## src/cache_macros.svh

```systemverilog
// cache geometry and address widths; include wherever a size is needed
`ifndef CACHE_MACROS_SVH
`define CACHE_MACROS_SVH

// ------------------------------
// word and line
// ------------------------------
`define CACHE_WORD_W      32   // processor word
`define CACHE_WORDS       4    // words per line
`define CACHE_LINE_W      128  // one memory block

// ------------------------------
// organisation
// ------------------------------
`define CACHE_SETS        4
`define CACHE_WAYS        2

// ------------------------------
// address split
// ------------------------------
`define CACHE_ADDR_W      30   // word address from the processor
`define CACHE_BLK_ADDR_W  28   // block address to memory
`define CACHE_OFF_W       2    // word within the line
`define CACHE_IDX_W       2    // set index
`define CACHE_TAG_W       26   // what is left above index and offset

`endif

```

## src/cache_pkg.sv

```systemverilog
// types shared by the cache RTL and the testbench; import with cache_pkg::*
`default_nettype none

`include "cache_macros.svh"

package cache_pkg;

	// ------------------------------
	// data
	// ------------------------------
	typedef logic [`CACHE_WORD_W-1:0] word_t;
	typedef word_t [`CACHE_WORDS-1:0] line_t;  // word 0 in the low bits

	// ------------------------------
	// addressing
	// ------------------------------
	typedef logic [`CACHE_TAG_W-1:0] tag_entry_t;
	typedef logic [`CACHE_IDX_W-1:0] set_idx_t;
	typedef logic [`CACHE_OFF_W-1:0] word_off_t;
	typedef logic [$clog2(`CACHE_WAYS)-1:0] way_t;

	typedef struct packed {
		tag_entry_t tag;
		set_idx_t   idx;
		word_off_t  off;
	} word_addr_t;  // processor word address

	typedef struct packed {
		tag_entry_t tag;
		set_idx_t   idx;
	} blk_addr_t;  // memory block address

	// ------------------------------
	// requests
	// ------------------------------
	typedef struct packed {
		logic       read;
		logic       write;
		word_addr_t addr;
		word_t      wdata;
	} proc_req_t;

	typedef struct packed {
		logic      read;
		logic      write;
		blk_addr_t addr;
		line_t     wdata;
	} mem_req_t;

	typedef enum logic [1:0] {
		st_ready      = 2'd0,
		st_write_back = 2'd1,
		st_refill     = 2'd2
	} ctrl_state_t;

endpackage

`default_nettype wire

```

## src/set_array.sv

```systemverilog
// one entry per way per set, async read of a whole set; used for tags and for lines
`timescale 1ns/1ps
`default_nettype none

`include "cache_macros.svh"

module set_array
	import cache_pkg::*;
#(
	parameter type entry_t = logic
) (
	input  wire logic                         clk,
	input  wire logic                         wr_en,
	input  wire way_t                         wr_way,
	input  wire set_idx_t                     wr_set,
	input  wire entry_t                       wr_data,
	input  wire set_idx_t                     rd_set,
	output entry_t [`CACHE_WAYS-1:0]          rd_entries
);

	// ------------------------------
	// storage
	// ------------------------------
	entry_t [`CACHE_WAYS-1:0] mem_q [`CACHE_SETS];

	always_ff @(posedge clk) begin
		if (wr_en) begin
			mem_q[wr_set][wr_way] <= wr_data;  // one way only
		end
	end

	// both ways of the set, same cycle
	assign rd_entries = mem_q[rd_set];

	// ------------------------------
	// checks
	// ------------------------------
	// an unknown way would silently corrupt one of the two entries
	a_wr_way_known: assert property (
		@(posedge clk) wr_en |-> !$isunknown(wr_way)
	) else $error("set_array: write with unknown way");

endmodule

`default_nettype wire

```

## src/way_lookup.sv

```systemverilog
// tag compare, hit way and victim choice; keeps the valid and MRU bits per set
`timescale 1ns/1ps
`default_nettype none

`include "cache_macros.svh"

module way_lookup
	import cache_pkg::*;
(
	input  wire logic                           clk,
	input  wire logic                           rst_n,
	input  wire set_idx_t                       set_idx,
	input  wire tag_entry_t                     req_tag,
	input  wire tag_entry_t [`CACHE_WAYS-1:0]   stored_tags,
	input  wire logic                           access,
	input  wire logic                           fill,
	input  wire way_t                           fill_way,
	output logic                                hit,
	output way_t                                hit_way,
	output way_t                                victim_way,
	output logic                                victim_valid
);

	logic [`CACHE_SETS-1:0][`CACHE_WAYS-1:0] valid_q;
	way_t [`CACHE_SETS-1:0]                  mru_q;    // last way touched per set
	logic [`CACHE_WAYS-1:0]                  match;

	// ------------------------------
	// compare
	// ------------------------------
	always_comb begin
		hit_way = '0;
		for (int w = 0; w < `CACHE_WAYS; w++) begin
			match[w] = valid_q[set_idx][w] && (stored_tags[w] == req_tag);
			if (match[w]) begin
				hit_way = way_t'(w);
			end
		end
	end

	assign hit = |match;

	// ------------------------------
	// victim
	// ------------------------------
	// an empty way wins, lowest first; else the way not used last
	always_comb begin
		victim_way = ~mru_q[set_idx];
		for (int w = `CACHE_WAYS - 1; w >= 0; w--) begin
			if (!valid_q[set_idx][w]) begin
				victim_way = way_t'(w);
			end
		end
	end

	assign victim_valid = valid_q[set_idx][victim_way];

	// ------------------------------
	// state
	// ------------------------------
	always_ff @(posedge clk or negedge rst_n) begin
		if (!rst_n) begin
			valid_q <= '0;
			mru_q   <= '0;
		end else if (fill) begin
			valid_q[set_idx][fill_way] <= 1'b1;
			mru_q[set_idx]             <= fill_way;  // new line counts as used
		end else if (access) begin
			mru_q[set_idx] <= hit_way;
		end
	end

	// a refill only ever lands on a missing tag, so a line is never held twice
	a_single_hit: assert property (
		@(posedge clk) disable iff (!rst_n) $onehot0(match)
	) else $error("way_lookup: tag matches in more than one way");

endmodule

`default_nettype wire

```

## src/cache_ctrl.sv

```systemverilog
// ready / write-back / refill FSM; stalls the processor and drives memory and array writes
`timescale 1ns/1ps
`default_nettype none

module cache_ctrl
	import cache_pkg::*;
(
	input  wire logic        clk,
	input  wire logic        rst_n,
	input  wire proc_req_t   proc_req,
	input  wire logic        hit,
	input  wire way_t        hit_way,
	input  wire way_t        victim_way,
	input  wire logic        victim_valid,
	input  wire tag_entry_t  victim_tag,
	input  wire line_t       victim_line,
	input  wire line_t       hit_line,
	input  wire line_t       mem_rdata,
	input  wire logic        mem_ready,
	output mem_req_t         mem_req,
	output logic             proc_stall,
	output word_t            proc_rdata,
	output logic             access,
	output logic             fill,
	output way_t             fill_way,
	output logic             tag_wr_en,
	output logic             data_wr_en,
	output way_t             wr_way,
	output tag_entry_t       tag_wr_data,
	output line_t            line_wr_data
);

	ctrl_state_t state_q;
	ctrl_state_t state_d;
	logic        req_active;
	line_t       merged_line;  // hit line with the write word dropped in

	assign req_active = proc_req.read | proc_req.write;

	// read data straight from the hit way
	assign proc_rdata  = hit_line[proc_req.addr.off];
	assign tag_wr_data = proc_req.addr.tag;
	assign fill_way    = victim_way;  // victim stays put for the whole miss

	always_comb begin
		merged_line = hit_line;
		merged_line[proc_req.addr.off] = proc_req.wdata;
	end

	// ------------------------------
	// next state and outputs
	// ------------------------------
	always_comb begin
		state_d      = state_q;
		mem_req      = '0;
		proc_stall   = 1'b0;
		access       = 1'b0;
		fill         = 1'b0;
		tag_wr_en    = 1'b0;
		data_wr_en   = 1'b0;
		wr_way       = hit_way;
		line_wr_data = merged_line;

		case (state_q)
			st_ready: begin
				if (req_active && hit) begin
					access     = 1'b1;
					data_wr_en = proc_req.write;  // word lands at the edge
				end else if (req_active) begin
					proc_stall = 1'b1;
					state_d    = victim_valid ? st_write_back : st_refill;
				end
			end

			st_write_back: begin
				proc_stall         = 1'b1;
				mem_req.write      = 1'b1;
				mem_req.addr.tag   = victim_tag;
				mem_req.addr.idx   = proc_req.addr.idx;
				mem_req.wdata      = victim_line;
				if (mem_ready) begin
					state_d = st_refill;
				end
			end

			st_refill: begin
				proc_stall       = 1'b1;
				mem_req.read     = 1'b1;
				mem_req.addr.tag = proc_req.addr.tag;
				mem_req.addr.idx = proc_req.addr.idx;
				wr_way           = victim_way;
				line_wr_data     = mem_rdata;
				if (mem_ready) begin
					tag_wr_en  = 1'b1;
					data_wr_en = 1'b1;
					fill       = 1'b1;
					state_d    = st_ready;  // request hits on the next cycle
				end
			end

			default: begin
				state_d = st_ready;
			end
		endcase
	end

	always_ff @(posedge clk or negedge rst_n) begin
		if (!rst_n) begin
			state_q <= st_ready;
		end else begin
			state_q <= state_d;
		end
	end

	// ------------------------------
	// checks
	// ------------------------------
	a_rd_wr_excl: assert property (
		@(posedge clk) disable iff (!rst_n) !(mem_req.read && mem_req.write)
	) else $error("cache_ctrl: memory read and write together");

	// a waiting memory request must not move, which needs the processor to hold too
	a_mem_req_held: assert property (
		@(posedge clk) disable iff (!rst_n)
		((mem_req.read || mem_req.write) && !mem_ready) |=> $stable(mem_req)
	) else $error("cache_ctrl: memory request changed before mem_ready");

endmodule

`default_nettype wire

```

## src/cache_top.sv

```systemverilog
// 2-way write-back data cache; processor request in, line-wide memory port out
`timescale 1ns/1ps
`default_nettype none

`include "cache_macros.svh"

module cache_top
	import cache_pkg::*;
(
	input  wire logic       clk,
	input  wire logic       rst_n,
	input  wire proc_req_t  proc_req,
	output word_t           proc_rdata,
	output logic            proc_stall,
	output mem_req_t        mem_req,
	input  wire line_t      mem_rdata,
	input  wire logic       mem_ready
);

	// ------------------------------
	// geometry checks
	// ------------------------------
	if ($bits(line_t) != `CACHE_LINE_W) begin : g_line_chk
		$error("cache_top: line type does not match CACHE_LINE_W");
	end
	if ($bits(word_addr_t) != `CACHE_ADDR_W) begin : g_addr_chk
		$error("cache_top: address split does not match CACHE_ADDR_W");
	end
	if ($bits(blk_addr_t) != `CACHE_BLK_ADDR_W) begin : g_blk_chk
		$error("cache_top: block address does not match CACHE_BLK_ADDR_W");
	end

	tag_entry_t [`CACHE_WAYS-1:0] stored_tags;
	line_t [`CACHE_WAYS-1:0]      stored_lines;

	logic       hit, victim_valid, access, fill;
	way_t       hit_way, victim_way, fill_way, wr_way;
	logic       tag_wr_en, data_wr_en;
	tag_entry_t tag_wr_data;
	line_t      line_wr_data;

	// address fields
	tag_entry_t req_tag;
	set_idx_t   set_idx;

	assign req_tag = proc_req.addr.tag;
	assign set_idx = proc_req.addr.idx;

	// ------------------------------
	// lookup and control
	// ------------------------------
	way_lookup u_lookup (
		.clk          (clk),
		.rst_n        (rst_n),
		.set_idx      (set_idx),
		.req_tag      (req_tag),
		.stored_tags  (stored_tags),
		.access       (access),
		.fill         (fill),
		.fill_way     (fill_way),
		.hit          (hit),
		.hit_way      (hit_way),
		.victim_way   (victim_way),
		.victim_valid (victim_valid)
	);

	cache_ctrl u_ctrl (
		.clk          (clk),
		.rst_n        (rst_n),
		.proc_req     (proc_req),
		.hit          (hit),
		.hit_way      (hit_way),
		.victim_way   (victim_way),
		.victim_valid (victim_valid),
		.victim_tag   (stored_tags[victim_way]),
		.victim_line  (stored_lines[victim_way]),
		.hit_line     (stored_lines[hit_way]),
		.mem_rdata    (mem_rdata),
		.mem_ready    (mem_ready),
		.mem_req      (mem_req),
		.proc_stall   (proc_stall),
		.proc_rdata   (proc_rdata),
		.access       (access),
		.fill         (fill),
		.fill_way     (fill_way),
		.tag_wr_en    (tag_wr_en),
		.data_wr_en   (data_wr_en),
		.wr_way       (wr_way),
		.tag_wr_data  (tag_wr_data),
		.line_wr_data (line_wr_data)
	);

	// ------------------------------
	// storage
	// ------------------------------
	set_array #(.entry_t(tag_entry_t)) u_tag_array (
		.clk        (clk),
		.wr_en      (tag_wr_en),
		.wr_way     (wr_way),
		.wr_set     (set_idx),
		.wr_data    (tag_wr_data),
		.rd_set     (set_idx),
		.rd_entries (stored_tags)
	);

	set_array #(.entry_t(line_t)) u_data_array (
		.clk        (clk),
		.wr_en      (data_wr_en),
		.wr_way     (wr_way),
		.wr_set     (set_idx),
		.wr_data    (line_wr_data),
		.rd_set     (set_idx),
		.rd_entries (stored_lines)
	);

endmodule

`default_nettype wire

```

## config.mk

```make
export PLATFORM = sky130hd
export DESIGN_NAME = cache_top
export DESIGN_NICKNAME = d
export VERILOG_FILES = /design/src/cache_pkg.sv /design/src/set_array.sv /design/src/way_lookup.sv /design/src/cache_ctrl.sv /design/src/cache_top.sv
export VERILOG_INCLUDE_DIRS = /design/src
export SDC_FILE = /design/constraint.sdc
export NUM_CORES = 2
export LEC_CHECK = 0
export CAP_MARGIN = 15
export CORE_ASPECT_RATIO = 0.9
export CORE_MARGIN = 5
export CORE_UTILIZATION = 47
export DETAILED_ROUTE_END_ITERATION = 10
export DONT_BUFFER_PORTS = 1
export PLACE_DENSITY = 0.59
export SLEW_MARGIN = 10
export SYNTH_ARGS = -nofsm -noshare
export SYNTH_HDL_FRONTEND = slang
export SYNTH_SLANG_ARGS = --single-unit
```

## constraint.sdc

```tcl
create_clock -name clk -period 14.4 [get_ports clk]
set_input_delay 0 -clock clk [delete_from_list [all_inputs] [get_ports clk]]
set_output_delay 0 -clock clk [all_outputs]
set_load 0.05 [all_outputs]
```

# ---- Word level (Yosys, flattened, before mapping)
# Memories as Yosys holds them, arrays and structs flattened.
# Cells that the tools add are included.
dict set report word_totals {
  memories 2
  word_cells 102
  out_inout_bits 191
  mem_bits_rw 1232
  ff_bits 14
}
# name words word_bits rd rd_clocked_by_memory_dff wr line_no
set memory_table {}
lappend memory_table {u_data_array.mem_q 4 256 1 0 1 set_array.sv:24} ;# entry_t [`CACHE_WAYS-1:0] mem_q [`CACHE_SETS];
lappend memory_table {u_tag_array.mem_q 4 52 1 0 1 set_array.sv:24}
dict set report classes {
  n_bitwise 3
  n_reduce_logical 12
  order_cmp 9
  eq_ne 8
  muxes 59
}
# operator count
set op_table {}
lappend op_table {{$mux 128} 7}
lappend op_table {{$mux 256} 1}
lappend op_table {{$bwmux 128} 1}
lappend op_table {{$demux 128 s1} 1}
lappend op_table {{$mux 26} 3}
lappend op_table {{$bmux 32 s2} 1}
lappend op_table {{$demux 32 s2} 1}
lappend op_table {{$mux 32} 2}
lappend op_table {{$pmux 28 s2} 1}
lappend op_table {{$eq 26x26->1} 2}
lappend op_table {{$mux 52} 1}
lappend op_table {{$demux 26 s1} 1}
lappend op_table {{$mux 1} 20}
lappend op_table {{$mux 2} 7}
lappend op_table {{$bwmux 4} 2}
lappend op_table {{$mux 4} 2}
lappend op_table {{$or 8x8->8} 1}
lappend op_table {{$logic_and 1x1->1} 7}
lappend op_table {{$lt 1x2->1 const B} 3}
lappend op_table {{$lt 2x3->1 const B} 2}
lappend op_table {{$ne 2x2->1 const B} 3}
lappend op_table {{$pmux 2 s3} 1}
lappend op_table {{$bmux 2 s2} 1}
lappend op_table {{$demux 2 s2} 1}
lappend op_table {{15 further kinds} 19}

# ---- Depth between registers and ports, before layout
dict set report depth {
  ltp_word 12
  mapped_depth 14
  ltp_nobuf 8
}

# ---- Cells and area by module
# Synthesis repeated with hierarchy kept, for this count alone.
dict set report unflattened {
  cells_unflattened 2795
  hier_area_um2 55082.8
}
# mod instances cells_per_inst area_per_inst_um2
set modules_own_cells {}
lappend modules_own_cells {{set_array at u_data_array} 1 1345 37263.2}
lappend modules_own_cells {{set_array at u_tag_array} 1 280 7642.3}
lappend modules_own_cells {cache_ctrl 1 730 5318.9}
lappend modules_own_cells {cache_top 1 313 3636.0}
lappend modules_own_cells {way_lookup 1 127 1222.4}

# ---- Least setup slack after synthesis
# OpenSTA, ideal clock, no wires.
dict set report synth_path {
  path_kind {input to register}
  startpoint {in proc_req[34] (netlist name)}
  endpoint {mem u_data_array.mem_q[1][128] (netlist name), enable pin}
  setup_slack_ps 2191
  setup_time_ps 803
  arrival_ps 11407
  path_stages 11
  path_buffers 3
  cell_sequence {buf_4 -> buf_6 -> buf_2 -> mux4_2 -> xnor2_1 -> nand4_1 -> nor4_1 -> nand2_1 -> a21oi_1 -> nor2_1 -> o31ai_1}
}
dict set report synth_between {
  elab_chain_len 11
}
# item line_no
set synth_lines {}
lappend synth_lines {{start: declaration} cache_top.sv:12} ;# input wire proc_req_t proc_req,
lappend synth_lines {{parallel branches: the longest is 11 deep, another holds $mem_v2 4x52} --}
lappend synth_lines {{end: declaration} set_array.sv:24}
# Parallel ways; which one is timed is not known. The select of a mux whose other input is x is not followed.

# ---- Final worst setup path
dict set report layout_path {
  startpoint {mem u_tag_array.mem_q[3][35] (netlist name)}
  endpoint {out proc_rdata[6]}
}
dict set report layout_between {
  elab_chain_len 8
}
# item line_no
set layout_lines {}
lappend layout_lines {{start: declaration} set_array.sv:24}
lappend layout_lines {{$mem_v2 4x52} --}
lappend layout_lines {{$eq 26x26->1} way_lookup.sv:34} ;# match[w] = valid_q[set_idx][w] && (stored_tags[w] == req_tag);
lappend layout_lines {{$logic_and 1x1->1} way_lookup.sv:34}
lappend layout_lines {{$mux 1} way_lookup.sv:35} ;# if (match[w]) begin
lappend layout_lines {{$mux 128 (implied by the code) (2 in series)} cache_top.sv:77} ;# .hit_line (stored_lines[hit_way]),
lappend layout_lines {{$bmux 32 s2} cache_ctrl.sv:41} ;# assign proc_rdata = hit_line[proc_req.addr.off];
lappend layout_lines {{$mux 32 (implied by the code)} cache_ctrl.sv:41}
lappend layout_lines {{end: declaration} cache_top.sv:13} ;# output word_t proc_rdata,
# No other way between the ends. The select of a mux whose other input is x is not followed.

==> results.json <==
{
  "p_leak_nw": 20.4,
  "netlist_area_mm2": 0.0535,
  "synth_edf_count": 1232,
  "yosys-top-cells-area": "edfxtp_1, mux4_2, mux2i_1",
  "hold_viol_final": 0,
  "cts_setup_buffers": 0,
  "h-tree-depth": 4,
  "startpoint_type": "register",
  "multi_input_area_mm2": 0.0156,
  "end_kind": "output port",
  "clk_pin_slew_ns": 0.06,
  "critical_path_class": "reg -> out",
  "gp_congestion": 0.774,
  "fill_cells": 8831,
  "rows": 117,
  "worstPathMaxFanout": 38,
  "ys_ff_latch": 1246,
  "seq_area_mm2": 0.0373,
  "yosysWarnings": 0,
  "worst_pin_slew_ns": 2.25,
  "final_layout_size_suffix_gt1_share_pct": 20.0,
  "antenna_found_initial": 28,
  "status": "finished, violations left",
  "period_share_pct": 39.9,
  "power_density_mw_per_mm2": 169,
  "cts_sinks": 1246,
  "worst_ep_arrival_time_ns": 5.75,
  "synth_nets": 3268,
  "async_flop_share_pct": 1.12,
  "finalSetupViolations": 0,
  "drtAntennaViolNets": 0,
  "hpwl_mm": 94.5,
  "layout.nets": 3549,
  "syn_avg_cell_area_um2": 17.4,
  "place_area_mm2": 0.0558,
  "cts_resized": 0,
  "fin_skew_ns": 0.0198,
  "wl_per_cell_um": 33.6,
  "whs_ns": 0.0221,
  "synthDistinctLibCells": 48,
  "grt_pass1_wl_mm": 235,
  "drtIter0Drc": 3326,
  "clkLatencyLatePin_ns": 0.74,
  "final_area_mm2": 0.0624,
  "die_h_um": 330,
  "finalCriticalPeriod_ns": 5.75,
  "netlist_instances": 3069,
  "hold_class": "in -> reg",
  "port_buffers": 0,
  "seq_area_frac_synth_pct": 69.8,
  "clockBufferDepth": 3,
  "setup_tns_ns": 0,
  "track_usage_pct": 27.4,
  "area_delta_synth_final_pct": 16.7,
  "fmax_ghz": 0.174,
  "routed_wl_mm": 167,
  "rsz0062_at_grt": "false",
  "drtPass1Iterations": 6,
  "ir_worst_vdd_mv": 0.155,
  "die_x_um": 366,
  "drv_slew": 118,
  "slew_headroom_pct": -50.2,
  "fp.dieArea_mm2": 0.121,
  "viasPerCell": 6.27,
  "pin_count": 386,
  "yosys.area.top_type": "edfxtp_1",
  "cts_buffers": 132,
  "vias": 31200,
  "cp.required_ns": 14.40,
  "grt.overflow.total": 0,
  "drcViolationCount": 0,
  "synth_top_area_share_pct": 69.1,
  "cts_tree": "built",
  "start_util_pct": 47.3,
  "core_mm2": 0.113,
  "clockRootBuffer": "clkbuf_16",
  "grt_pass1_vias": 31100,
  "violations": "max-slew violations",
  "grt_max_degree": 325,
  "drv_cap": 0,
  "synth_flop_cell": "edfxtp_1"
}
==> cell usage after synthesis, drive strengths merged (3+ instances only) <==
library cell / n
o31ai: 3
a221oi: 37
a21o: 129
nand3: 9
mux4: 308
xor2: 3
a211oi: 130
ha: 4
nor2b: 31
or2: 10
buf: 50
nand4: 14
a21boi: 128
dfrtp: 14
nand2: 351
a22oi: 27
mux2: 4
edfxtp: 1232
mux2i: 139
a21oi: 4
nor4: 3
a22o: 32
nand2b: 6
clkbuf: 166
o21ai: 4
xnor2: 46
and2: 3
nor3: 7
inv: 8
nor2: 153
==> logic make-up after synthesis <==
group | after synthesis | synth area share (%)
multiplexers | 451 | 15.6
AND/OR/NAND/NOR | 594 | 4.58
buffers and inverters | 224 | 1.92
flip-flops | 1246 | 69.8
AO/OA/AOI/OAI | 501 | 7.17
XOR/XNOR | 49 | 0.802
adder cells (fa/ha/maj) | 4 | 0.0935
==> report_power, final <==
part           switching [mW]  internal [mW]  total, mW
clock network            1.39           1.92       3.30
logic                    1.93          0.712       2.64
registers              0.0436           4.58       4.62
==> final cells by class <==
type	count	area share, %
diodes	24	0.0962
clock buffers	177	5.68
clock inverters	65	0.986
inverters	8	0.0481
multi-input cells	1599	24.9
flip-flops and latches	1246	59.8
well taps	1487	2.98
repair buffers	363	5.44
==> metal layers <==
metal / GRT usage, % / vias up / part of all wire, %
li1: - / 13000 / -
met1: 36.5 / 16500 / 39
met2: 44.3 / 1467 / 49
met3: 7.80 / 260 / 9.5
met4: 8.04 / 10 / 2.9
met5: 0 / - / 0.041
==> through the flow <==
stage,cells,setup slack [ns],utilization (%),power [mW]
final,4969,8.65,55.2,10.6
after floorplan,3069,2.19,-,6.39
after CTS,4944,8.73,55.1,10.6
after detailed placement,4468,8.75,49.4,7.17
after global placement,4467,8.73,49.3,7.09
after global routing,4951,8.50,55.1,10.9
==> flip-flops by register name, indices dropped and copies added, names as in the netlist <==
name / cells
u_lookup.mru_q: 4
u_ctrl.state_q: 2
u_tag_array.mem_q: 208
u_data_array.mem_q: 1024
u_lookup.valid_q: 8
==> worst paths after layout <==
kind,cells past startpoint,slack (ns),start,to
worst max-delay path,8,8.65,u_tag_array.mem_q[3][35],proc_rdata[6]
worst min register to register,1,0.46,u_lookup.valid_q[2],u_lookup.valid_q[2]
worst min-delay path,2,0.02,proc_req[35],u_data_array.mem_q[0][92]
min in group asynchronous,2,0.40,rst_n,u_lookup.valid_q[1]
max in group asynchronous,2,13.50,rst_n,u_lookup.valid_q[4]
worst max register to register,10,8.71,u_tag_array.mem_q[3][35],u_data_array.mem_q[0][177]
==> worst max-delay path, cell delays in order, from the launching register on <==
cell,delay (ns)
edfxtp_1,0.38
mux4_2,0.50
nand2b_1,0.10
inv_1,0.05
a2111oi_1,0.59
and4_4,0.98
buf_4,0.77
mux2i_1,0.35
a221oi_2,1.20
==> layout by cell type, fill, tap and decap left out, drive strengths merged, types with 2 or more instances in the layout <==
| master | count |
|---|---|
| and3 | 2 |
| a21o | 129 |
| nor3 | 7 |
| mux4 | 308 |
| a211oi | 130 |
| nor2b | 31 |
| o21ai | 4 |
| a22o | 32 |
| clkinvlp | 3 |
| a22oi | 27 |
| nand4 | 14 |
| nor2 | 153 |
| clkinv | 42 |
| mux2 | 4 |
| and4 | 2 |
| clkbuf | 177 |
| a221oi | 37 |
| a21boi | 128 |
| and2 | 3 |
| diode | 24 |
| nand2b | 6 |
| a21oi | 4 |
| mux2i | 139 |
| o31ai | 3 |
| inv | 18 |
| dlygate4sd3 | 234 |
| nand2 | 351 |
| bufinv | 10 |
| nand3 | 9 |
| a2bb2oi | 2 |
| xor2 | 3 |
| buf | 129 |
| nor4 | 3 |
| or2 | 10 |
| xnor2 | 46 |
| ha | 4 |
| dfrtp | 14 |
| edfxtp | 1232 |
==> timing repair <==
| action | 4_1_cts | 5_1_grt |
|---|---|---|
| hold endpoints to repair | 1304 | 0 |
| hold buffers | 234 | 0 |
| setup endpoints to repair | 0 | 0 |
Note: power is estimated with default switching activity, not from simulation.
